**src/design/sa_cfg_pkg.sv**
```systemverilog
package sa_cfg_pkg;

  // Array geometry
  localparam int R = 4;
  localparam int C = 4;

  // Element widths
  localparam int WX = 8;
  localparam int WK = 8;
  localparam int WY = 32;
  localparam int WA = 32;

  // One RAM beat per vector, elements read as signed
  typedef logic [R-1:0][WX-1:0] x_vec_t;
  typedef logic [C-1:0][WK-1:0] k_vec_t;

  // Drained column and its bias, one element per row
  typedef logic [R-1:0][WY-1:0] y_vec_t;
  typedef logic [R-1:0][WA-1:0] a_vec_t;

endpackage

```
**src/design/sa_ctrl_pkg.sv**
```systemverilog
package sa_ctrl_pkg;

  localparam int MEM_AW = 16;
  typedef logic [MEM_AW-1:0] mem_addr_t;

  localparam int REG_AW = 32;
  localparam int REG_DW = 32;
  localparam logic [REG_AW-1:0] REG_BASE_ADDR = 32'hB000_0000;

  localparam int LEN_W = 16;

  // Cycles spent in FINISH while the last bias write drains
  localparam int FINISH_CYC = 3;

  // Word index of each register
  typedef enum logic [REG_AW-3:0] {
    REG_CTRL   = 0,
    REG_STATUS = 1,
    REG_K_BASE = 2,
    REG_X_BASE = 3,
    REG_A_BASE = 4,
    REG_Y_BASE = 5,
    REG_LEN    = 6
  } reg_idx_e;

  typedef enum logic [1:0] {IDLE, LOAD, DRAIN, FINISH} seq_state_e;

endpackage

```
**src/design/sa_sequencer.sv**
```systemverilog
module sa_sequencer (
  input  logic                          clk,
  input  logic                          i_rst_n,
  input  logic                          i_start,
  input  logic [sa_ctrl_pkg::LEN_W-1:0] i_len,
  output logic                          o_run_end,
  output logic                          o_clr,
  output logic                          o_load_base,
  output logic                          o_kx_next,
  output logic                          o_a_next
);

  sa_ctrl_pkg::seq_state_e       state;
  logic [sa_ctrl_pkg::LEN_W-1:0] beat_cnt;
  logic                          last_beat;

  // Each phase ends on its own beat count
  always_comb begin
    case (state)
      sa_ctrl_pkg::LOAD:   last_beat = (beat_cnt == i_len - 1'b1);
      sa_ctrl_pkg::DRAIN:  last_beat = (beat_cnt == sa_cfg_pkg::C - 1);
      sa_ctrl_pkg::FINISH: last_beat = (beat_cnt == sa_ctrl_pkg::FINISH_CYC - 1);
      default:             last_beat = 1'b0;
    endcase
  end

  always_ff @(posedge clk) begin
    if (!i_rst_n) begin
      state    <= sa_ctrl_pkg::IDLE;
      beat_cnt <= '0;
    end else begin
      beat_cnt <= last_beat ? '0 : beat_cnt + 1'b1;
      case (state)
        sa_ctrl_pkg::IDLE: begin
          beat_cnt <= '0;
          if (i_start) begin
            state <= sa_ctrl_pkg::LOAD;
          end
        end
        sa_ctrl_pkg::LOAD:   if (last_beat) state <= sa_ctrl_pkg::DRAIN;
        sa_ctrl_pkg::DRAIN:  if (last_beat) state <= sa_ctrl_pkg::FINISH;
        sa_ctrl_pkg::FINISH: if (last_beat) state <= sa_ctrl_pkg::IDLE;
        default:             state <= sa_ctrl_pkg::IDLE;
      endcase
    end
  end

  // Clear the array and rewind the readers as the run starts
  assign o_clr       = (state == sa_ctrl_pkg::IDLE) && i_start;
  assign o_load_base = o_clr;
  assign o_kx_next   = (state == sa_ctrl_pkg::LOAD);
  assign o_a_next    = (state == sa_ctrl_pkg::DRAIN);
  assign o_run_end   = (state == sa_ctrl_pkg::FINISH) && last_beat;

endmodule

```
**config.mk**
```make
export PLATFORM = sky130hd
export DESIGN_NAME = sa_sequencer
export DESIGN_NICKNAME = d
export VERILOG_FILES = /design/src/design/sa_cfg_pkg.sv /design/src/design/sa_ctrl_pkg.sv /design/src/design/sa_sequencer.sv
export SDC_FILE = /design/constraint.sdc
export NUM_CORES = 1
export LEC_CHECK = 0
export ABC_CLOCK_PERIOD_IN_PS = 3900
export BUFFER_PORTS_ARGS = -buffer_cell sky130_fd_sc_hd__buf_2
export CAP_MARGIN = 20
export CORE_MARGIN = 1
export CORE_UTILIZATION = 56
export CTS_CLUSTER_SIZE = 16
export DETAILED_ROUTE_END_ITERATION = 8
export PLACE_DENSITY = 0.76
export SYNTH_ARGS = -nofsm -noshare
export SYNTH_HDL_FRONTEND = slang
export SYNTH_SLANG_ARGS = --single-unit
```
**constraint.sdc**
```tcl
create_clock -name clk -period 3.9 [get_ports clk]
set_input_delay 0.78 -clock clk [delete_from_list [all_inputs] [get_ports clk]]
set_output_delay 0.78 -clock clk [all_outputs]
set_load 0.01 [all_outputs]
```
Yosys cells after proc, flatten, opt, wreduce, memory -nomap -nowiden
Cells that the tools add are included.

$add $sub $neg: 2. Equal/unequal tests: 10. Multiplexer cells: 6. Bitwise operators: 1. Reduce and logical (&&, ||, !) cells: 5.

Operators by type and width (count): 16-bit by 2-bit == test with 1-bit output (second input constant) (2); 16-bit by 1-bit adder with 16-bit output (second input constant) (1); 16-bit == test (1); 16-bit by 1-bit subtractor with 16-bit output (second input constant) (1); 2-bit 2-to-1 mux (4); 2-bit one-hot mux with 4 select lines (1); 2-bit == test (second input constant) (2); 2-bit by 1-bit inequality test with 1-bit output (second input constant) (2); 2-bit inequality test (second input constant) (2); 4-bit AND reduction (1); 1-bit one-hot mux with 3 select lines (1); 3-bit OR reduction (1); 2-bit by 1-bit == test with 1-bit output (second input constant) (1); 1-bit logical AND (2); 2-bit logical NOT (1); 1-bit inverter (1).

Register bits after elaboration: 18. Bits of input ports: 19. Output and inout port bits: 5. Logic and storage cells: 26.

Depth between registers and ports, before layout
Depth after elaboration: 5. Mapped depth: 12. Mapped depth without buffers: 10.

Worst setup path after synthesis
No wires, ideal clock.

Path type: input-to-output. Start point: input port i_len[2] in the netlist's numbering. End point: output port o_run_end. Arrival time: 3.055 ns. Required time: 3.120 ns. Setup slack: 0.065 ns. Cell stages on the path: 8. Buffers on the path: 1. Cell sequence: or4_1 buf_2 or3_1 xor2_1 o221ai_1 a2111oi_2 o2111ai_4 nor2_1.

Longest elaborated chain between the ends: 4.

RTL lines: from (decl) (line sa_sequencer.sv:5) `input logic [sa_ctrl_pkg::LEN_W-1:0] i_len,`; 16-bit by 1-bit subtractor with 16-bit output (line sa_sequencer.sv:20) `sa_ctrl_pkg::LOAD: last_beat = (beat_cnt == i_len - 1'b1);`; 16-bit == test (line sa_sequencer.sv:20); 1-bit one-hot mux with 3 select lines (line sa_sequencer.sv:19) `case (state)`; 1-bit logical AND (line sa_sequencer.sv:53) `assign o_run_end = (state == sa_ctrl_pkg::FINISH) && last_beat;`; to (decl) (line sa_sequencer.sv:6) `output logic o_run_end,`.

Every way passes these cells.

Worst setup path after layout
Same ends and word-level chain as after synthesis.

==> impl_metrics.toml <==
[floorplanning]
start_util_pct = 60.0
ioPinCount = 24
row_count = 19
die_w_um = 56.6
fp.dieArea_mm2 = 0.00320
core_region_area_mm2 = 0.00278
die_y_um = 56.6

[setup_path]
critPathLaunch = "i_len[2]"
crit_fanout = 7
timing.rr.end = "state[0]"
r2r_start = "state[0]"
cp-end-kind = "output port"
crit_type = "in -> out"
crit_arrival_ns = 2.97
start_kind = "input port"
ff2ff_setup_slack_ns = 0.87
cp_slowest_cell = "or4_4"
worstPathCellList = "buf_2 -> or4_4 -> or3_1 -> xor2_1 -> o221ai_2 -> a2111oi_4 -> o2111ai_4 -> nor2_1 -> buf_2"
crit_top_cell = "buf_2"
worstSetupEndpoint = "o_run_end"
cp.required_ns = 3.12
worstRegToRegCells = 11
crit_path_max_incr_delay_ns = 0.58

[placed_design]
dp_hpwl_mm = 3.03
gp_congestion = 0.953
pre_cts_slack_ns = -0.0656
placed_area_mm2 = 0.00186
dp.cells = 257
port_buffers = 23

[sta]
min_period_ns = 3.75
min_period_over_period_pct = 96.2
worstMarginPinSlew_ns = 0.453
clock_skew_ns = 0.000865
drv_slew = 0
max_freq_mhz = 266
setup_viol = 0
final_hold_viol_count = 0
setup_tns_ns = 0
layout_setup_ws_ns = 0.148
slew_headroom_pct = 69.4
hold-worst-slack_ns = 0.530
rsz0062_at_grt = "no"

[grt]
grt_max_degree = 17
antenna_found_initial = 0
grtUsageTotal_pct = 25.7
gr-total-overflow = 0
grt_pass1_wl_mm = 6.49
grt_pass1_vias = 1456

[cts]
cts-root-buf = "clkbuf_4"
post_cts_buffers = 0
cts_tree = "built"
clock_latency_ns = 0.30
clk_path_buf_depth = 2
clock-sinks = 18
clk_pin_slew_ns = 0.10
htreeDepth = 1
cts_buffers = 3
hold_buffers = 0

[yosys]
synthSimpleGateAreaFrac_pct = 31.7
syn_area_per_cell_um2 = 8.34
ys_seq_elements = 18
synth_edf_count = 0
synth.distinct_cells = 52
synthMuxAreaShare_pct = 3.00
synth_xor_area_share_pct = 16.1
synthTopCellsByArea = "dfxtp_1 (22%), xor2_1 (7.9%), xnor2_1 (6.8%), ha_1 (5.3%), nor2_1 (5.2%)"
ys.flop_type = "dfxtp_1"
synthTopCellsByCount = "nor2_1 (23), dfxtp_1 (18), nand2_1 (17)"
synth_area_leader_cell = "dfxtp_1"
syn_area_mm2 = 0.00167
synth_top_area_share_pct = 21.6
synth-adder-area-share_pct = 5.25
syn-num-nets = 226
yosysWarnings = 0
yosysSeqAreaShare_pct = 21.6
synth_compound_area_share_pct = 18.5
async_flop_share_pct = 0
synth.most_common_cell = "nor2_1"
syn_inst = 200
synth_top_family_by_area = "simple AND/OR/NAND/NOR gates"

[pwr]
seqPwrFrac_pct = 31.8
internal_power_uw = 408
switching_power_uw = 279
peakVddDrop_mv = 0.317
power.density_mw_per_mm2 = 352
p_leak_nw = 0.728
switching_share_pct = 40.6
p_total_uw = 687
pwr-share-comb_pct = 51.4
clock_power_share_pct = 16.8

[detailed_routing]
drt_wl_total_mm = 3.93
drt-wirelength-per-cell_um = 15.1
ant_nets = 0
drt_iter0_markers = 107
drtPass1Iterations = 4
drc = 0
vias = 1577
vias_per_cell = 6.04

[final_layout]
final_nets = 257
final_util_pct = 70.3
area.growth.synth_to_final_pct = 17.3
fin_cells = 261
antenna_cells = 0
final_cell_area_mm2 = 0.00196
drive_gt1_share_pct = 27.4

[min_path]
holdPathStages = 1
hold_class = "reg -> reg"

[job]
maxCapViolations = 0

[outcome]
outcome = "completed"
state kept, by name (all words and copies together) (netlist names):
name / cells
beat_cnt: 16
state: 2
worst min-delay path by stage:
stage                 from     endpoint  slack (ns)
3_5_place_dp      state[0]     state[0]        0.52
2_1_floorplan  beat_cnt[0]  beat_cnt[0]        0.45
6_report       beat_cnt[0]  beat_cnt[0]        0.53
4_1_cts           state[0]     state[0]        0.53
3_3_place_gp   beat_cnt[0]  beat_cnt[0]        0.47
5_1_grt           state[0]     state[0]        0.56
power by group through the flow:
stage / sequential [mW] / clock, mW / combinational, mW
global route: 0.222 / 0.128 / 0.386
CTS: 0.218 / 0.121 / 0.333
detailed placement: 0.222 / 0 / 0.332
finish: 0.219 / 0.115 / 0.353
floorplan: 0.217 / 0 / 0.256
global placement: 0.221 / 0 / 0.323
cells in the final DEF, fill, tap and decap left out, types with 3 or more instances in the layout:
master and instances:
a21oi_1 5, and3_1 4, buf_2 23, buf_4 10, clkbuf_4 3, dfxtp_1 17, ha_1 6, inv_1 7
mux2i_1 5, nand2_1 17, nand3_1 9, nand4_1 4, nor2_1 23, nor2b_1 3, nor3b_1 3, nor4_2 4
or3_1 6, or4_1 3, xnor2_1 12, xor2_1 15
what timing repair did:
item	CTS	global route
gates cloned	0	0
resized for setup	1	11
setup endpoints to repair	1	1
pin swaps	1	3
critical path, delay by kind of cell:
| family | cells | cell delay [ns] |
|---|---|---|
| simple gates | 3 | 1.05 |
| compound gates | 3 | 0.70 |
| buf+inv | 2 | 0.24 |
| xor+xnor | 1 | 0.21 |
cells by family after synthesis:
logic type | count (synthesis)
simple gates | 94
flops | 18
buf+inv | 14
fa+ha+maj | 7
compound gates | 33
xor+xnor | 29
mux | 5
per-layer routing:
metal | vias to the layer above | share of wire [%] | GRT usage [%]
li1 | 789 | - | -
met1 | 742 | 42 | 32.3
met2 | 41 | 53 | 45.7
met3 | 5 | 4.1 | 4.61
met4 | 0 | 0.81 | 4.88
met5 | - | 0 | 0
area by class of cell:
cell class,count,area [µm²]
Inverter,7,26.3
Multi-Input combinational cell,168,1300
Timing Repair Buffer,33,190
Clock buffer,4,36.3
Tap cell,31,38.8
Sequential cell,18,362
Fill cell,233,826
Note: power is estimated with default switching activity, not from simulation.
