$ cat config.mk
export PLATFORM = sky130hd
export DESIGN_NAME = sa_ctrl_regs
export DESIGN_NICKNAME = d
export VERILOG_FILES = /design/src/design/sa_ctrl_pkg.sv /design/src/design/sa_ctrl_regs.sv
export SDC_FILE = /design/constraint.sdc
export NUM_CORES = 1
export LEC_CHECK = 0
export BUFFER_PORTS_ARGS = -buffer_cell sky130_fd_sc_hd__buf_2
export CORE_UTILIZATION = 45
export CTS_BUF_LIST = sky130_fd_sc_hd__clkbuf_4
export DETAILED_ROUTE_END_ITERATION = 7
export PLACE_DENSITY_LB_ADDON = 0.1
export SYNTH_ARGS = -nofsm -noshare
export SYNTH_HDL_FRONTEND = slang
export SYNTH_SLANG_ARGS = --single-unit
$ cat constraint.sdc
create_clock -name clk -period 2.48 [get_ports clk]
set_input_delay 0.372 -clock clk [delete_from_list [all_inputs] [get_ports clk]]
set_output_delay 0.372 -clock clk [all_outputs]
set_load 0.02 [all_outputs]
$ cat src/design/sa_ctrl_pkg.sv
package sa_ctrl_pkg;

  localparam int MEM_AW = 16;
  typedef logic [MEM_AW-1:0] mem_addr_t;

  localparam int REG_AW = 32;
  localparam int REG_DW = 32;
  localparam logic [REG_AW-1:0] REG_BASE_ADDR = 32'hB000_0000;

  localparam int LEN_W = 16;

  // Cycles spent in FINISH while the last bias write drains
  localparam int FINISH_CYC = 3;

  // Word index of each register
  typedef enum logic [REG_AW-3:0] {
    REG_CTRL   = 0,
    REG_STATUS = 1,
    REG_K_BASE = 2,
    REG_X_BASE = 3,
    REG_A_BASE = 4,
    REG_Y_BASE = 5,
    REG_LEN    = 6
  } reg_idx_e;

  typedef enum logic [1:0] {IDLE, LOAD, DRAIN, FINISH} seq_state_e;

endpackage

$ cat src/design/sa_ctrl_regs.sv
module sa_ctrl_regs (
  input  logic                             clk,
  input  logic                             i_rst_n,
  input  logic                             i_reg_wr_en,
  input  logic [sa_ctrl_pkg::REG_AW-1:0]   i_reg_wr_addr,
  input  logic [sa_ctrl_pkg::REG_DW-1:0]   i_reg_wr_data,
  input  logic [sa_ctrl_pkg::REG_DW/8-1:0] i_reg_wr_strb,
  input  logic                             i_reg_rd_en,
  input  logic [sa_ctrl_pkg::REG_AW-1:0]   i_reg_rd_addr,
  input  logic                             i_run_end,
  output logic [sa_ctrl_pkg::REG_DW-1:0]   o_reg_rd_data,
  output logic                             o_start,
  output logic [sa_ctrl_pkg::LEN_W-1:0]    o_len,
  output sa_ctrl_pkg::mem_addr_t           o_k_base,
  output sa_ctrl_pkg::mem_addr_t           o_x_base,
  output sa_ctrl_pkg::mem_addr_t           o_a_base,
  output sa_ctrl_pkg::mem_addr_t           o_y_base
);

  logic [sa_ctrl_pkg::REG_AW-1:0] wr_off;
  logic [sa_ctrl_pkg::REG_AW-1:0] rd_off;
  sa_ctrl_pkg::reg_idx_e          wr_idx;
  sa_ctrl_pkg::reg_idx_e          rd_idx;
  logic [sa_ctrl_pkg::REG_DW-1:0] k_base_q;
  logic [sa_ctrl_pkg::REG_DW-1:0] x_base_q;
  logic [sa_ctrl_pkg::REG_DW-1:0] a_base_q;
  logic [sa_ctrl_pkg::REG_DW-1:0] y_base_q;
  logic [sa_ctrl_pkg::REG_DW-1:0] len_q;
  logic [sa_ctrl_pkg::REG_DW-1:0] rd_mux;
  logic                           start_req;
  logic                           busy;
  logic                           done;

  function automatic logic [sa_ctrl_pkg::REG_DW-1:0] merge_bytes(
    input logic [sa_ctrl_pkg::REG_DW-1:0]   old_val,
    input logic [sa_ctrl_pkg::REG_DW-1:0]   new_val,
    input logic [sa_ctrl_pkg::REG_DW/8-1:0] strb
  );
    logic [sa_ctrl_pkg::REG_DW-1:0] res;
    res = old_val;
    for (int b = 0; b < sa_ctrl_pkg::REG_DW / 8; b++) begin
      if (strb[b]) begin
        res[8*b +: 8] = new_val[8*b +: 8];
      end
    end
    return res;
  endfunction

  // Byte offset from the block base, then word index
  assign wr_off = i_reg_wr_addr - sa_ctrl_pkg::REG_BASE_ADDR;
  assign rd_off = i_reg_rd_addr - sa_ctrl_pkg::REG_BASE_ADDR;
  assign wr_idx = sa_ctrl_pkg::reg_idx_e'(wr_off[sa_ctrl_pkg::REG_AW-1:2]);
  assign rd_idx = sa_ctrl_pkg::reg_idx_e'(rd_off[sa_ctrl_pkg::REG_AW-1:2]);

  always_ff @(posedge clk) begin
    if (!i_rst_n) begin
      k_base_q <= '0;
      x_base_q <= '0;
      a_base_q <= '0;
      y_base_q <= '0;
      len_q    <= '0;
    end else if (i_reg_wr_en) begin
      case (wr_idx)
        sa_ctrl_pkg::REG_K_BASE: k_base_q <= merge_bytes(k_base_q, i_reg_wr_data, i_reg_wr_strb);
        sa_ctrl_pkg::REG_X_BASE: x_base_q <= merge_bytes(x_base_q, i_reg_wr_data, i_reg_wr_strb);
        sa_ctrl_pkg::REG_A_BASE: a_base_q <= merge_bytes(a_base_q, i_reg_wr_data, i_reg_wr_strb);
        sa_ctrl_pkg::REG_Y_BASE: y_base_q <= merge_bytes(y_base_q, i_reg_wr_data, i_reg_wr_strb);
        sa_ctrl_pkg::REG_LEN:    len_q    <= merge_bytes(len_q, i_reg_wr_data, i_reg_wr_strb);
        default: ;
      endcase
    end
  end

  assign start_req = i_reg_wr_en && (wr_idx == sa_ctrl_pkg::REG_CTRL) &&
                     i_reg_wr_strb[0] && i_reg_wr_data[0];

  // Start while busy is dropped, done is sticky until the next start
  always_ff @(posedge clk) begin
    if (!i_rst_n) begin
      o_start <= 1'b0;
      busy    <= 1'b0;
      done    <= 1'b0;
    end else begin
      o_start <= start_req && !busy;
      if (start_req && !busy) begin
        busy <= 1'b1;
        done <= 1'b0;
      end else if (i_run_end) begin
        busy <= 1'b0;
        done <= 1'b1;
      end
    end
  end

  always_comb begin
    rd_mux = '0;
    case (rd_idx)
      sa_ctrl_pkg::REG_STATUS: rd_mux[1:0] = {done, busy};
      sa_ctrl_pkg::REG_K_BASE: rd_mux = k_base_q;
      sa_ctrl_pkg::REG_X_BASE: rd_mux = x_base_q;
      sa_ctrl_pkg::REG_A_BASE: rd_mux = a_base_q;
      sa_ctrl_pkg::REG_Y_BASE: rd_mux = y_base_q;
      sa_ctrl_pkg::REG_LEN:    rd_mux = len_q;
      default: ;
    endcase
  end

  always_ff @(posedge clk) begin
    if (!i_rst_n) begin
      o_reg_rd_data <= '0;
    end else if (i_reg_rd_en) begin
      o_reg_rd_data <= rd_mux;
    end
  end

  assign o_len    = len_q[sa_ctrl_pkg::LEN_W-1:0];
  assign o_k_base = k_base_q[sa_ctrl_pkg::MEM_AW-1:0];
  assign o_x_base = x_base_q[sa_ctrl_pkg::MEM_AW-1:0];
  assign o_a_base = a_base_q[sa_ctrl_pkg::MEM_AW-1:0];
  assign o_y_base = y_base_q[sa_ctrl_pkg::MEM_AW-1:0];

endmodule

== Word-level counts from Yosys, hierarchy flattened ==
Cells that the tools add are included.
Word-level totals
  flip-flop bits (word level): 195
  input port bits: 105
  output and inout bits: 113
  logic and storage cells: 70
Cells by class
  $add $sub $neg: 2
  equality and inequality tests: 11
  muxes and demuxes: 4
  bitwise gates (word level): 1
  reduce and logical (&&, ||, !) cells: 28
Operators with widths (count)
  == test 30 x 3 -> 1 bit (second input constant): 6
  one-hot mux 30 bit (5 select lines): 1
  == test 30 x 2 -> 1 bit (second input constant): 4
  subtractor 32 bit (second input constant): 2
  AND reduction 3 bit: 20
  == test 30 x 1 -> 1 bit (second input constant): 1
  zero test 30 bit: 1
  one-hot mux 2 bit (6 select lines): 1
  logical AND 1 bit: 4
  two-way mux 1 bit: 2
  nonzero test 2 bit: 1
  OR reduction 2 bit: 1
  zero test 1 bit: 1
  inverter 1 bit: 1

== Depth between registers and ports, before layout ==
  depth in word-level cells: 7
  depth in mapped cells: 7
  depth with buffers taken out: 4

== Worst setup path before layout ==
OpenSTA, ideal clock, no wires.
  path type: input -> register
  start point: input i_reg_wr_addr[20] (netlist name)
  end point: register a_base_q[16] (netlist name)
  library setup time: 0.072 ns
  arrival time: 1.865 ns
  required time: 2.408 ns
  slack: 0.543 ns
  stages on the path: 5
  buffers on the path: 1
  cell sequence: nor4b_1 -> nand2_1 -> buf_4 -> nor4_4 -> mux2i_1
On the way
  longest elaborated chain between the ends: 3
Ends and longest elaborated chain
  start, declared: RTL line sa_ctrl_regs.sv:5  | input logic [sa_ctrl_pkg::REG_AW-1:0] i_reg_wr_addr,
  subtractor 32 bit: RTL line sa_ctrl_regs.sv:50  | assign wr_off = i_reg_wr_addr - sa_ctrl_pkg::REG_BASE_ADDR;
  == test 30 x 3 -> 1 bit: RTL line sa_ctrl_regs.sv:63  | case (wr_idx)
  AND reduction 3 bit (no source line)
  end signal, assigned: RTL line sa_ctrl_regs.sv:66  | sa_ctrl_pkg::REG_A_BASE: a_base_q <= merge_bytes(a_base_q, i_reg_wr_data, i_reg_wr_strb);
  end, declared: RTL line sa_ctrl_regs.sv:26  | logic [sa_ctrl_pkg::REG_DW-1:0] a_base_q;
No other way between the ends.
A chain may end at the register's enable or synchronous reset.

== Worst setup path after layout ==
  start point: input i_reg_rd_addr[2] (netlist name)
  end point: register o_reg_rd_data[8] (netlist name)
On the way
  longest elaborated chain between the ends: 3
  elaborated cells between the ends (all ways): 7
  those cells by class: 1 x add/sub; 5 x eq/ne; 1 x mux
Ends and longest elaborated chain
  start, declared: RTL line sa_ctrl_regs.sv:9  | input logic [sa_ctrl_pkg::REG_AW-1:0] i_reg_rd_addr,
  subtractor 32 bit *: RTL line sa_ctrl_regs.sv:51  | assign rd_off = i_reg_rd_addr - sa_ctrl_pkg::REG_BASE_ADDR;
  == test 30 x 3 -> 1 bit / == test 30 x 2 -> 1 bit (equally long branches): RTL line sa_ctrl_regs.sv:97  | case (rd_idx)
  one-hot mux 30 bit (5 select lines) *: RTL line sa_ctrl_regs.sv:97
  end signal, assigned: RTL line sa_ctrl_regs.sv:112  | o_reg_rd_data <= rd_mux;
  end, declared: RTL line sa_ctrl_regs.sv:11  | output logic [sa_ctrl_pkg::REG_DW-1:0] o_reg_rd_data,
Mark *: on every way between the ends. The rest lies on a longest branch, timed or not.

==> results.tsv <==
metric	value	unit
gr-usage-all-layers	0.2363	
fin_setup_tns	0	ns
dieArea	21060	um^2
cts_htree_levels	4	
period_minus_slack	1.796	ns
synth-seq-cells	195	
path_class	in2reg	
worstPathArrival	2.28	ns
post-dp-hpwl	17.66	mm
whs_path_depth	2	
hold_class	in2reg	
slowest_stage	nor4b_4	
synth_fp_nets	1061	
holdCritStartpoint	i_reg_wr_strb[0]	
via_per_inst	5.346	
post-route-period-util	0.7240	
placed_area	10170	um^2
gp_congestion	0.7698	
grt_pass1_wl	39.16	mm
status	completed	
ys_types	50	
finalPower	5.301	mW
post-place-ws	0.1151	ns
io_pins	218	
r2r-end	o_reg_rd_data[19]	
worst_r2r_path_depth	4	
whs_endpoint	done	
crit_fanout	13	
cts-buffers-inserted	17	
ys_top_cells_by_area	dfxtp_1 (42%), mux2i_1 (18%), nand2_1 (9.4%)	
syn2layout_area_growth	13.66	%
setup_slack	0.6844	ns
synth_ff_type	dfxtp_1	
dpl.cell_count	1340	
finClkSkew	0.02181	ns
worstPathCellList	buf_2, nor4b_4, buf_4, a222oi_1, a21boi_0, o21ai_0	
clockBufferDepth	2	
ys_seq_area_frac	0.4235	
fillers	1889	
start_kind	input pin	
yosysWarningCount	0	
stdcell_count	1373	
dr.pass1.iters	5	
grt_pass1_vias	6989	
root_buffer	clkbuf_4	
row_count	51	
synth_cells	956	
peakVddDrop	0.0002461	V
insertion_delay	0.56	ns
r2r-start	a_base_q[19]	
maxCapViolCount	0	
yosysTopAreaCellShare	0.4235	
nNetsFinal	1199	
crit_required	2.97	ns
slew_viol_final	0	
wl_per_cell	18.33	um
die_width	145.1	um
hold_buffers	0	
leakagePower	4.815	nW
ant_nets	0	
cts_setup_buffers	0	
start_util	0.4660	
max_freq	556.9	MHz
route.detailed.drc	0	
avgSynthCellArea	9.642	um^2
hold_violations	0	
drive_gt1_frac	0.3083	
holdWs	0.06308	ns
syn_area	9218	um^2
path_clk_slew	0.16	ns
endpoint_kind	flop	
drt_wl_total	25.17	mm
rsz0062_at_grt	false	
utilization	0.5296	
cts_num_sinks	195	
grt_overflow	0	
cts_tree	done	
final_area	10480	um^2
yosysTopAreaCell	dfxtp_1	
critPathMaxStageDelay	0.95	ns
grt_antenna_before_repair	2	
grt_max_degree	170	
synth_edf_count	0	
die_y	145.1	um
worst_pin_slew	1.084	ns
portBuffers	213	
first_iter_violations	413	
cts_resized	0	
maxSlewHeadroom	0.2744	
core	19780	um^2
setup_viol_count_final	0	
ff2ff_setup_slack	1.11	ns
vias	7340	
power_density	506.0	nW/um^2
ys_async_sr_fraction	0	
worst max-delay path, delay by kind of cell:
kind | cells | cell delay (ns)
buffers and inverters | 2 | 0.54
AND/OR/NAND/NOR | 1 | 0.95
AO/OA/AOI/OAI | 3 | 0.40
final cells by class:
| class | count | area (um^2) | share of cell area |
|---|---|---|---|
| sequential | 195 | 3904 | 0.3726 |
| timing repair buffer | 256 | 1408 | 0.1344 |
| tap | 265 | 331.6 | 0.03165 |
| clock buffer | 19 | 142.6 | 0.01362 |
| inverter | 2 | 7.507 | 0.0007166 |
| clock inverter | 12 | 155.1 | 0.01481 |
| multi-input combinational | 622 | 4523 | 0.4317 |
| antenna | 2 | 5.005 | 0.0004777 |
cell usage in the layout (no fill, tap or decap), types with 5 or more instances in the layout:
cell,synthesis,final
a21boi_0,19,19
a222oi_1,19,19
a22o_1,12,12
a22oi_1,7,7
a31oi_1,6,6
a32oi_1,14,14
and3b_1,5,5
buf_2,8,212
buf_4,81,42
clkbuf_4,0,19
dfxtp_1,195,195
mux2_2,24,24
mux2i_1,162,162
nand2_1,231,231
nand3_1,7,7
nand3b_1,5,5
nand4_2,10,10
nor2_1,12,12
nor2b_1,6,5
nor3_1,5,5
nor4_1,5,5
nor4_4,10,10
o21a_1,5,5
o21ai_0,14,14
o21ai_1,9,9
kinds of logic (layout without fill, tap and decap cells):
kind of cell / after synthesis / after routing / share of synthesized area
compound gates: 113 / 113 / 0.09393
simple gates: 323 / 323 / 0.1858
other cells: 0 / 2 / 0
flops: 195 / 195 / 0.4235
buf+inv: 139 / 289 / 0.09149
mux: 186 / 186 / 0.2052
state kept, by name, indices dropped and copies added, names as in the netlist:
name and flops:
a_base_q 32, busy 1, done 1, k_base_q 32, len_q 32, o_reg_rd_data 32
o_start 1, x_base_q 32, y_base_q 32
cells in the mapped netlist (all sizes together), types with 6 or more instances:
master  number
a21boi      19
a222oi      19
a22o        12
a22oi        7
a31oi        6
a32oi       14
buf         93
clkbuf      44
dfxtp      195
mux2        24
mux2i      162
nand2      231
nand3        7
nand4       13
nor2        12
nor2b        6
nor4        18
o21ai       23
worst max path at each step:
stage | startpoint | to | slack (ns) | cells past startpoint
final | i_reg_rd_addr[2] | o_reg_rd_data[8] | 0.68 | 6
after CTS | i_reg_rd_addr[2] | o_reg_rd_data[8] | 0.74 | 6
after global routing | i_reg_wr_addr[20] | a_base_q[0] | 0.56 | 5
after floorplan | i_reg_wr_addr[20] | a_base_q[16] | 0.54 | 5
after detailed placement | i_reg_rd_addr[2] | o_reg_rd_data[8] | 0.12 | 6
after global placement | i_reg_wr_addr[20] | a_base_q[7] | 0.16 | 5
where the power goes:
group	switching, mW	internal [mW]
clock network	1.08	0.723
registers	0.000594	3.14
logic	0.239	0.124
total	1.32	3.98
per-layer routing:
| metal | vias to the layer above | part of all wire | global-route usage |
|---|---|---|---|
| met3 | 20 | 0.054 | 0.03616 |
| met5 | - | 0 | 0 |
| met4 | 0 | 0.012 | 0.06316 |
| li1 | 3591 | - | - |
| met2 | 239 | 0.46 | 0.3764 |
| met1 | 3490 | 0.48 | 0.3308 |
Power figures use the tool's default switching activity.
