<file path="config.mk">
export PLATFORM = sky130hd
export DESIGN_NAME = bias_writer
export DESIGN_NICKNAME = d
export VERILOG_FILES = /design/src/design/sa_cfg_pkg.sv /design/src/design/sa_ctrl_pkg.sv /design/src/design/bias_writer.sv
export SDC_FILE = /design/constraint.sdc
export NUM_CORES = 1
export LEC_CHECK = 0
export ABC_AREA = 1
export BUFFER_PORTS_ARGS = -buffer_cell sky130_fd_sc_hd__buf_4
export CORE_ASPECT_RATIO = 1.1
export CORE_MARGIN = 2
export CORE_UTILIZATION = 40
export CTS_BUF_LIST = sky130_fd_sc_hd__clkbuf_16
export DETAILED_ROUTE_END_ITERATION = 12
export SLEW_MARGIN = 25
export SYNTH_ARGS = -nofsm -noshare
export SYNTH_HDL_FRONTEND = slang
export SYNTH_SLANG_ARGS = --single-unit
</file>
<file path="constraint.sdc">
create_clock -name clk -period 2.2 [get_ports clk]
set_input_delay 0.11 -clock clk [delete_from_list [all_inputs] [get_ports clk]]
set_output_delay 0.11 -clock clk [all_outputs]
set_load 0.01 [all_outputs]
</file>
<file path="src/design/sa_cfg_pkg.sv">
package sa_cfg_pkg;

  // Array geometry
  localparam int R = 4;
  localparam int C = 4;

  // Element widths
  localparam int WX = 8;
  localparam int WK = 8;
  localparam int WY = 32;
  localparam int WA = 32;

  // One RAM beat per vector, elements read as signed
  typedef logic [R-1:0][WX-1:0] x_vec_t;
  typedef logic [C-1:0][WK-1:0] k_vec_t;

  // Drained column and its bias, one element per row
  typedef logic [R-1:0][WY-1:0] y_vec_t;
  typedef logic [R-1:0][WA-1:0] a_vec_t;

endpackage

</file>
<file path="src/design/sa_ctrl_pkg.sv">
package sa_ctrl_pkg;

  localparam int MEM_AW = 16;
  typedef logic [MEM_AW-1:0] mem_addr_t;

  localparam int REG_AW = 32;
  localparam int REG_DW = 32;
  localparam logic [REG_AW-1:0] REG_BASE_ADDR = 32'hB000_0000;

  localparam int LEN_W = 16;

  // Cycles spent in FINISH while the last bias write drains
  localparam int FINISH_CYC = 3;

  // Word index of each register
  typedef enum logic [REG_AW-3:0] {
    REG_CTRL   = 0,
    REG_STATUS = 1,
    REG_K_BASE = 2,
    REG_X_BASE = 3,
    REG_A_BASE = 4,
    REG_Y_BASE = 5,
    REG_LEN    = 6
  } reg_idx_e;

  typedef enum logic [1:0] {IDLE, LOAD, DRAIN, FINISH} seq_state_e;

endpackage

</file>
<file path="src/design/bias_writer.sv">
module bias_writer (
  input  logic                   clk,
  input  logic                   i_rst_n,
  input  logic                   i_load_base,
  input  sa_ctrl_pkg::mem_addr_t i_y_base,
  input  logic                   i_valid,
  input  sa_cfg_pkg::y_vec_t     i_col,
  input  sa_cfg_pkg::a_vec_t     i_bias,
  output logic                   o_wen,
  output sa_ctrl_pkg::mem_addr_t o_addr,
  output sa_cfg_pkg::y_vec_t     o_data
);

  // Per-row sum, wraps at WY bits
  always_ff @(posedge clk) begin
    if (i_valid) begin
      for (int r = 0; r < sa_cfg_pkg::R; r++) begin
        o_data[r] <= $signed(i_col[r]) + $signed(i_bias[r]);
      end
    end
  end

  always_ff @(posedge clk) begin
    if (!i_rst_n) begin
      o_wen <= 1'b0;
    end else begin
      o_wen <= i_valid;
    end
  end

  // Y beats land at consecutive words
  always_ff @(posedge clk) begin
    if (!i_rst_n) begin
      o_addr <= '0;
    end else if (i_load_base) begin
      o_addr <= i_y_base;
    end else if (o_wen) begin
      o_addr <= o_addr + 1'b1;
    end
  end

endmodule

</file>
# Yosys cells after proc, flatten, opt, wreduce, memory -nomap -nowiden
# Index checks and enable logic that the tools add are counted.
[word_totals]
regBits = 145
out_inout_bits = 145
elab_cells = 14
[classes]
add_sub_neg = 5
mux = 2
n_reduce_logical = 1
[op_table]
columns = ["op", "count"]
rows = [
  ["32-bit adder", 4],
  ["16-bit 2-to-1 mux", 2],
  ["16-bit by 1-bit adder with 16-bit output, second input constant", 1],
  ["2-bit nonzero test", 1],
]

# Logic depth before layout (Yosys ltp)
# Gate-level depths: netlist of the first run.
[depth]
ltp_word = 3
mapped_depth = 12

# Worst setup path before layout of the first run
# No wires, ideal clock.
[synth_timing]
path_type = "input-to-reg"
startpoint = "input port i_col[64] (netlist name)"
endpoint = "register o_data[92] (netlist name) (data pin)"
arrival_ps = 1416
slack_ps = 531
cell_stages = 12
path_buffers = 0
path_cell_list = "ha_1 > fa_1 > nand3_1 > nand3_1 > nand2_1 > nand2_2 > nand2_1 > nand2_2 > nand2_1 > nand2_1 > nand2_1 > nand2_1"
[synth_via]
elab_chain_cells = 1
[synth_lines]
columns = ["item", "line", "source"]
rows = [
  ["start: declaration", "bias_writer.sv:7", "input sa_cfg_pkg::y_vec_t i_col,"],
  ["32-bit adder", "bias_writer.sv:18", "o_data[r] <= $signed(i_col[r]) + $signed(i_bias[r]);"],
  ["end signal: indexed assignment", "bias_writer.sv:18", ""],
  ["end: declaration", "bias_writer.sv:11", "output sa_cfg_pkg::y_vec_t o_data"],
]
# Every way passes these cells.
# A chain may end at the register's enable or synchronous reset.

# Worst setup path in the final report of the first run
[layout_timing]
startpoint = "input port i_bias[64] (netlist name)"
endpoint = "register o_data[92] (netlist name) (data pin)"
[layout_via]
elab_chain_cells = 1
[layout_lines]
columns = ["item", "line", "source"]
rows = [
  ["start: declaration", "bias_writer.sv:8", "input sa_cfg_pkg::a_vec_t i_bias,"],
  ["32-bit adder", "bias_writer.sv:18", ""],
]
# Every way passes these cells.

==> results by group, run 1 <==
Status
  • Status: complete, no violations

Worst setup path
  • CP required: 2.40 ns
  • Max stage delay cell, worst path: dlygate4sd3_1
  • Worst Reg-to-Reg Cells: 6
  • Critical Path Most Common Cell: nand2_1
  • Crit path capture: o_data[92]$_DFFE_PP_
  • Reg2reg start: o_wen$_SDFF_PN0_
  • Critical path arrival: between 2 and 2.5 ns
  • Setup crit end kind: register
  • Startpoint types: input pin
  • Largest stage delay, worst path: ~0.53 ns
  • CP Class: input pin to register
  • CP cell instances: dlygate4sd3_1 -> buf_4 -> ha_1 -> fa_1 -> nand3_1 -> nand3_1 -> nand2_1 -> nand2_2 -> nand2_1 -> nand2_2 -> nand2_1 -> nand2_1 -> nand2_1 -> nand2_1
  • R2R Setup Slk: roughly 0.26 ns
  • Crit Path Max Fanout: 4
  • Crit path launch: i_bias[64]
  • Reg2Reg Capture Point: o_addr[1]$_SDFFE_PN0P_

STA
  • Worst slew pin tran: roughly 0.83 ns
  • Period utilisation layout: just over 90%
  • Fmax achieved: just under 500 MHz
  • RSZ-0062 raised after global routing: false
  • Max_slew headroom: between 40% and 50%
  • Hold Vio Cnt, Final: 0
  • Final setup vio count: 0
  • Final min period: a little over 2 ns
  • Pins over their slew limit: 0
  • Post-Route Setup TNS: 0 ns
  • Clock Skew: ~0.013 ns

Clocking
  • H-Tree Depth: 4
  • TritonCTS clock tree: done
  • Clk sink count: about 150
  • Clock Tree Buf Depth: 2
  • Worst skew pair latency: approximately 0.45 ns
  • Worst-path clk slew: around 0.060 ns
  • TritonCTS Buffers: 17
  • Clk root buf: clkbuf_16

Cells and area
  • Core Util, Final: a little over half
  • Fraction of layout cells with a size suffix above 1: a little under a fifth
  • Fillers: around 3,600
  • Synthesis-to-finish area growth: 32.0%
  • Non-Filler Instances: 3,158
  • Nets@finish: between 3,000 and 4,000

Synth
  • Syn Inst Count: between 2,000 and 2,500
  • Post-synthesis sequential area ratio: between 20 and 30%
  • Ys Warns: 0
  • FFs w/ async S/R, synth: 0%
  • Post-Synthesis Cell Area: 14,200 um^2
  • Area leader, netlist: edfxtp_1
  • Leading cell type by number of instances after synthesis: nand2_1
  • Top post-synthesis cells by area: edfxtp_1, nand2_1, inv_1
  • Avg Inst Size Synth: between 6 and 7 um^2
  • Distinct cells, synth: 29
  • Top_reg_cell synth: edfxtp_1
  • Syn_nets: approximately 2,600
  • Synth Register Bits: 145
  • Yosys top cell area share: 27.1%
  • Post-synth EDFFs: roughly 130
  • Post-synth top cells: nand2_1, inv_1, nor2_1, edfxtp_1, ha_1

GRT
  • GRT Overall Usage: between 20% and 30%
  • M3 GR Usage: under 10%
  • GR peak layer: met2
  • Vias in the first global route: about 14,000
  • Remaining Overflow, GRT: 0
  • Met1 Track Usage GR: a little under 30%
  • Met2 Use GR: between 40% and 50%
  • Global-route wire length before repair: ~73,000 um
  • Largest net degree at the start of global routing: 59
  • Initial antenna violation count: 5

Placed design
  • IO Port Bufs: 420
  • Dpl hpwl: ~40,000 um
  • DP Cell Count: around 3,100
  • Routability congestion estimate: ~0.93

Drt
  • Drt pass-1 iters: 5
  • Average via count per standard cell: around 4.7
  • WL final: approximately 47,000 um
  • DRT iter0 DRCs: 659
  • Drt drc: 0
  • Drt wl/cell: ~15 um
  • Routed vias: 14,783
  • Final ANT Viol Nets: 0

Floorplanning
  • Cell Rows: between 70 and 80
  • Io pins: ~420
  • Initial core utilization: around 40%
  • DIE WIDTH: roughly 180 um
  • Core footprint: roughly 35,000 um^2
  • Die Span Y: slightly above 200 um
  • Die area: around 37,000 um^2

Worst hold path
  • HP Class: input pin to register

Flow run
  • Maxcap violations: 0

Power
  • Power Density: about 550 nW/um^2
  • VDD IR-drop max: roughly 0.49 mV
  • Leakage: 10.9 nW
[where the power goes]
part / leakage (nW) / internal [mW] / switching (mW) / total (mW)
registers: 1.39 / 3.52 / 0.184 / 3.70
logic: 9.27 / 1.68 / 2.25 / 3.92
clock network: 0.269 / 1.48 / 1.21 / 2.69
[through the flow]
step	worst slack, ns	instance area, um^2	power [mW]	hold WS [ns]
floorplan	0.531	14200	5.87	0.203
global placement	0.273	17900	7.63	0.371
detailed placement	0.219	17900	7.66	0.375
CTS	0.140	18700	10.4	0.00225
global route	0.0412	18700	11.0	0.0242
finish	0.149	18700	10.3	0.0167
[logic make-up (layout without fill, tap and decap cells)]
family	Yosys count	count (layout)	share of synthesized area, %
buffers and inverters	469	944	12.4
adders and majority gates	129	129	11.6
DFF	145	145	29.5
AOI/OAI and AO/OA	126	126	4.86
other	0	5	0
xor gates and xnor gates	70	70	4.33
and+or+nand+nor	1295	1295	37.3
[sequential cells by signal, indices dropped and copies added, names as in the netlist]
name,cells
o_data,128
o_addr,16
o_wen,1
[routing by layer]
| layer | routed length [um] | vias up |
|---|---|---|
| met4 | 1520 | 4 |
| met3 | 3030 | 64 |
| met5 | 16 | - |
| met1 | 19300 | 6504 |
| li1 | - | 7796 |
| met2 | 23100 | 415 |
[how the worst min path moves through the flow]
stage           startpoint                     end  slack [ns]  cells past startpoint
2_1_floorplan      i_rst_n        o_wen$_SDFF_PN0_        0.20                      2
3_3_place_gp       i_rst_n  o_addr[1]$_SDFFE_PN0P_        0.37                      3
3_5_place_dp       i_rst_n  o_addr[1]$_SDFFE_PN0P_        0.38                      3
4_1_cts          i_col[97]    o_data[97]$_DFFE_PP_       0.002                      2
5_1_grt        i_y_base[0]  o_addr[0]$_SDFFE_PN0P_        0.02                      5
6_report       i_y_base[0]  o_addr[0]$_SDFFE_PN0P_        0.02                      5
[cell usage in the layout, fill, tap and decap left out, types with 5 or more instances in the layout]
| cell | count |
|---|---|
| diode_2 | 5 |
| xor2_1 | 64 |
| clkbuf_16 | 18 |
| ha_1 | 125 |
| o21ai_0 | 5 |
| inv_1 | 464 |
| nand4_1 | 19 |
| dfxtp_1 | 17 |
| a21oi_1 | 93 |
| a21o_1 | 5 |
| dlygate4sd3_1 | 25 |
| edfxtp_1 | 128 |
| nor3_1 | 22 |
| a22oi_1 | 8 |
| buf_4 | 420 |
| nand3_1 | 108 |
| o21bai_1 | 9 |
| nand2_2 | 41 |
| nand3_2 | 9 |
| nor2_1 | 161 |
| clkinv_2 | 5 |
| nand2_1 | 926 |
| xnor2_1 | 6 |
[what timing repair did]
item / 4_1_cts / 5_1_grt
hold buffers: 25 / 0
buffers inserted: 0 / 0
gates resized for setup: 0 / 3
endpoints found under the setup margin: 0 / 4
hold endpoints to repair: 22 / 0
[final cells by class]
cell class	instances	area [um^2]	share of cell area (%)
Timing Repair Buffer	448	3450	18.5
Sequential cell	145	4180	22.4
Antenna cell	5	12.5	0.0669
Multi-Input combinational cell	1620	8240	44.0
Clock inverter	14	76.3	0.408
Inverter	464	1740	9.31
Clock buffer	18	450	2.41
Tap cell	444	556	2.97
[critical path: cells and delay by family]
kind                     cells  cell delay (ns)
AND/OR/NAND/NOR             10             0.79
adder cells (fa/ha/maj)      2             0.67
buffers and inverters        2             0.66
No activity file was read; power rests on OpenSTA's default activity.
==> run 2, diff against run 1 <==
- CTS_BUF_LIST: sky130_fd_sc_hd__clkbuf_16 -> sky130_fd_sc_hd__clkbuf_4
==> run 2 against run 1 <==
Die area unchanged; sequential share of layout area is 1.6 points lower; largest cell class unchanged; clock skew is 0.028 ns higher; critical endpoint is now o_data[89]$_DFFE_PP_.
==> results by group, run 2 (same netlist as run 1, synthesis figures left out) <==
Clocking
  • H-Tree Depth: 4
  • Clock Tree Buf Depth: 2
  • Worst skew pair latency: around 0.64 ns
  • Worst-path clk slew: roughly 0.17 ns
  • TritonCTS Buffers: 17
  • Clk root buf: clkbuf_4
  • Setup Fix Bufs, Post-CTS: 0
  • TritonCTS clock tree: done
  • Clk sink count: 145

Cells and area
  • Most frequent cells in the layout: nand2_1, inv_1, buf_4, dlygate4sd3_1, nor2_1
  • Nets@finish: approximately 3,300
  • Fillers: roughly 3,500
  • Biggest regs: o_data: 128 flops, o_addr: 16 flops, o_wen: 1 flops
  • Synthesis-to-finish area growth: 42.3%
  • Largest register FFs: between 100 and 150
  • Most common cell after layout, fill and taps aside: nand2_1
  • Biggest register: o_data
  • Non-Filler Instances: about 3,300
  • Core Util, Final: between 50 and 60%
  • Fraction of layout cells with a size suffix above 1: between 10% and 20%
  • Multi-input gate area: slightly above 8000 um^2
  • FF+latch area: 4180 um^2
  • Cell area after layout: roughly 20,000 um^2

Placed design
  • Routability congestion estimate: between 0.9 and 1
  • Placed Area: roughly 18,000 um^2
  • IO Port Bufs: 420
  • DP Cell Count: ~3,100
  • Dpl hpwl: ~40,000 um
  • Post-Place Worst Slack: 0.219 ns

Power
  • VDD IR-drop max: 0.240 mV
  • Total power: roughly 9.7 mW
  • Power Density: roughly 480 nW/um^2
  • Leakage: about 12 nW

GRT
  • Remaining Overflow, GRT: 0
  • Largest net degree at the start of global routing: 59
  • GRT Overall Usage: 26.4%
  • Vias in the first global route: around 15,000
  • Initial antenna violation count: 3
  • Global-route wire length before repair: approximately 77,000 um

Worst setup path
  • Critical path arrival: ~2.5 ns
  • CP required: 2.62 ns
  • Critical Path Most Common Cell: nand2_1
  • Max stage delay cell, worst path: dlygate4sd3_1
  • CP cell instances: dlygate4sd3_1 -> buf_4 -> ha_1 -> nand2_1 -> inv_1 -> a21oi_1 -> inv_1 -> a21oi_1 -> nand3_1 -> nand2_1 -> nand2_1 -> dlygate4sd3_1
  • Crit Path Max Fanout: 5
  • Setup crit end kind: register
  • Largest stage delay, worst path: roughly 0.56 ns
  • CP Class: input pin to register
  • Startpoint types: input pin

Floorplanning
  • DIE WIDTH: approximately 180 um
  • Io pins: about 420
  • Core footprint: 35,000 um^2
  • Die Span Y: about 200 um
  • Initial core utilization: roughly two fifths
  • Cell Rows: 72
  • Die area: between 30,000 and 40,000 um^2

STA
  • RSZ-0062 raised after global routing: false
  • Pins over their slew limit: 0
  • Hold Vio Cnt, Final: 0
  • Fmax achieved: between 400 and 500 MHz
  • Clock Skew: around 0.042 ns
  • Post-Route Setup TNS: 0 ns
  • Final min period: around 2.1 ns
  • Hold Worst Slack: 0.0592 ns
  • Setup ws final: about 0.10 ns
  • Period utilisation layout: approximately 95%
  • Final setup vio count: 0
  • Worst slew pin tran: between 0.5 and 0.6 ns
  • Max_slew headroom: between 60 and 70%

Drt
  • WL final: between 40,000 and 50,000 um
  • Routed vias: ~16,000
  • DRT iter0 DRCs: 734
  • Drt drc: 0
  • Drt wl/cell: around 15 um
  • Final ANT Viol Nets: 0
  • Drt pass-1 iters: 6
  • Average via count per standard cell: approximately 4.7

Status
  • Status: complete, no violations

Worst hold path
  • HP Class: input pin to register

Flow run
  • Maxcap violations: 0
## run 2: cell count changes in the layout (fill, tap and decap cells not counted), moves of 3 or more
cell	delta
fa_2	-3
clkbuf_16	-18
inv_1	-3
fa_1	+3
clkbuf_4	+20
dlygate4sd3_1	+175
## run 2: power breakdown
group | switching (mW) | total (mW) | internal (mW) | leakage (nW)
clock | 1.07 | 1.66 | 0.582 | 0.137
sequential | 0.187 | 3.70 | 3.51 | 1.39
combinational | 2.34 | 4.30 | 1.96 | 10.0
total | 3.60 | 9.65 | 6.06 | 11.5
## run 2: routing by layer
metal / wire length [um] / GRT usage [%] / vias up
met5: 13 / 0 / -
met4: 1860 / 11.0 / 2
met3: 2990 / 4.33 / 87
met2: 24200 / 47.6 / 485
met1: 20200 / 30.7 / 6916
li1: - / - / 8141
## run 2: worst paths after layout
check | start | to | slack, ns | cells after the start
setup / recovery | i_col[84] | o_data[89]$_DFFE_PP_ | 0.10 | 12
hold / removal | i_col[38] | o_data[38]$_DFFE_PP_ | 0.06 | 3
setup reg to reg | o_addr[0]$_SDFFE_PN0P_ | o_addr[7]$_SDFFE_PN0P_ | 0.30 | 7
hold reg to reg | o_addr[6]$_SDFFE_PN0P_ | o_addr[6]$_SDFFE_PN0P_ | 0.57 | 2
## run 2: critical path: cells and delay by family
kind / cells / cell delay (ns)
adder cells (fa/ha/maj): 1 / 0.37
AND/OR/NAND/NOR: 4 / 0.33
buffers and inverters: 5 / 1.36
AO/OA/AOI/OAI: 2 / 0.34
## run 2: area by class of cell
type	instances	area share [%]
multi-input combinational	1620	40.8
clock inverter	12	0.471
tap	444	2.75
inverter	464	8.63
clock buffer	20	0.744
sequential	145	20.7
timing repair buffer	623	25.8
antenna	3	0.0372
## run 2: timing repair
action                                  in CTS  in global routing
endpoints found under the hold margin      134                  0
resized for setup                            0                  2
hold buffers                               200                  0
endpoints found under the setup margin       0                  6
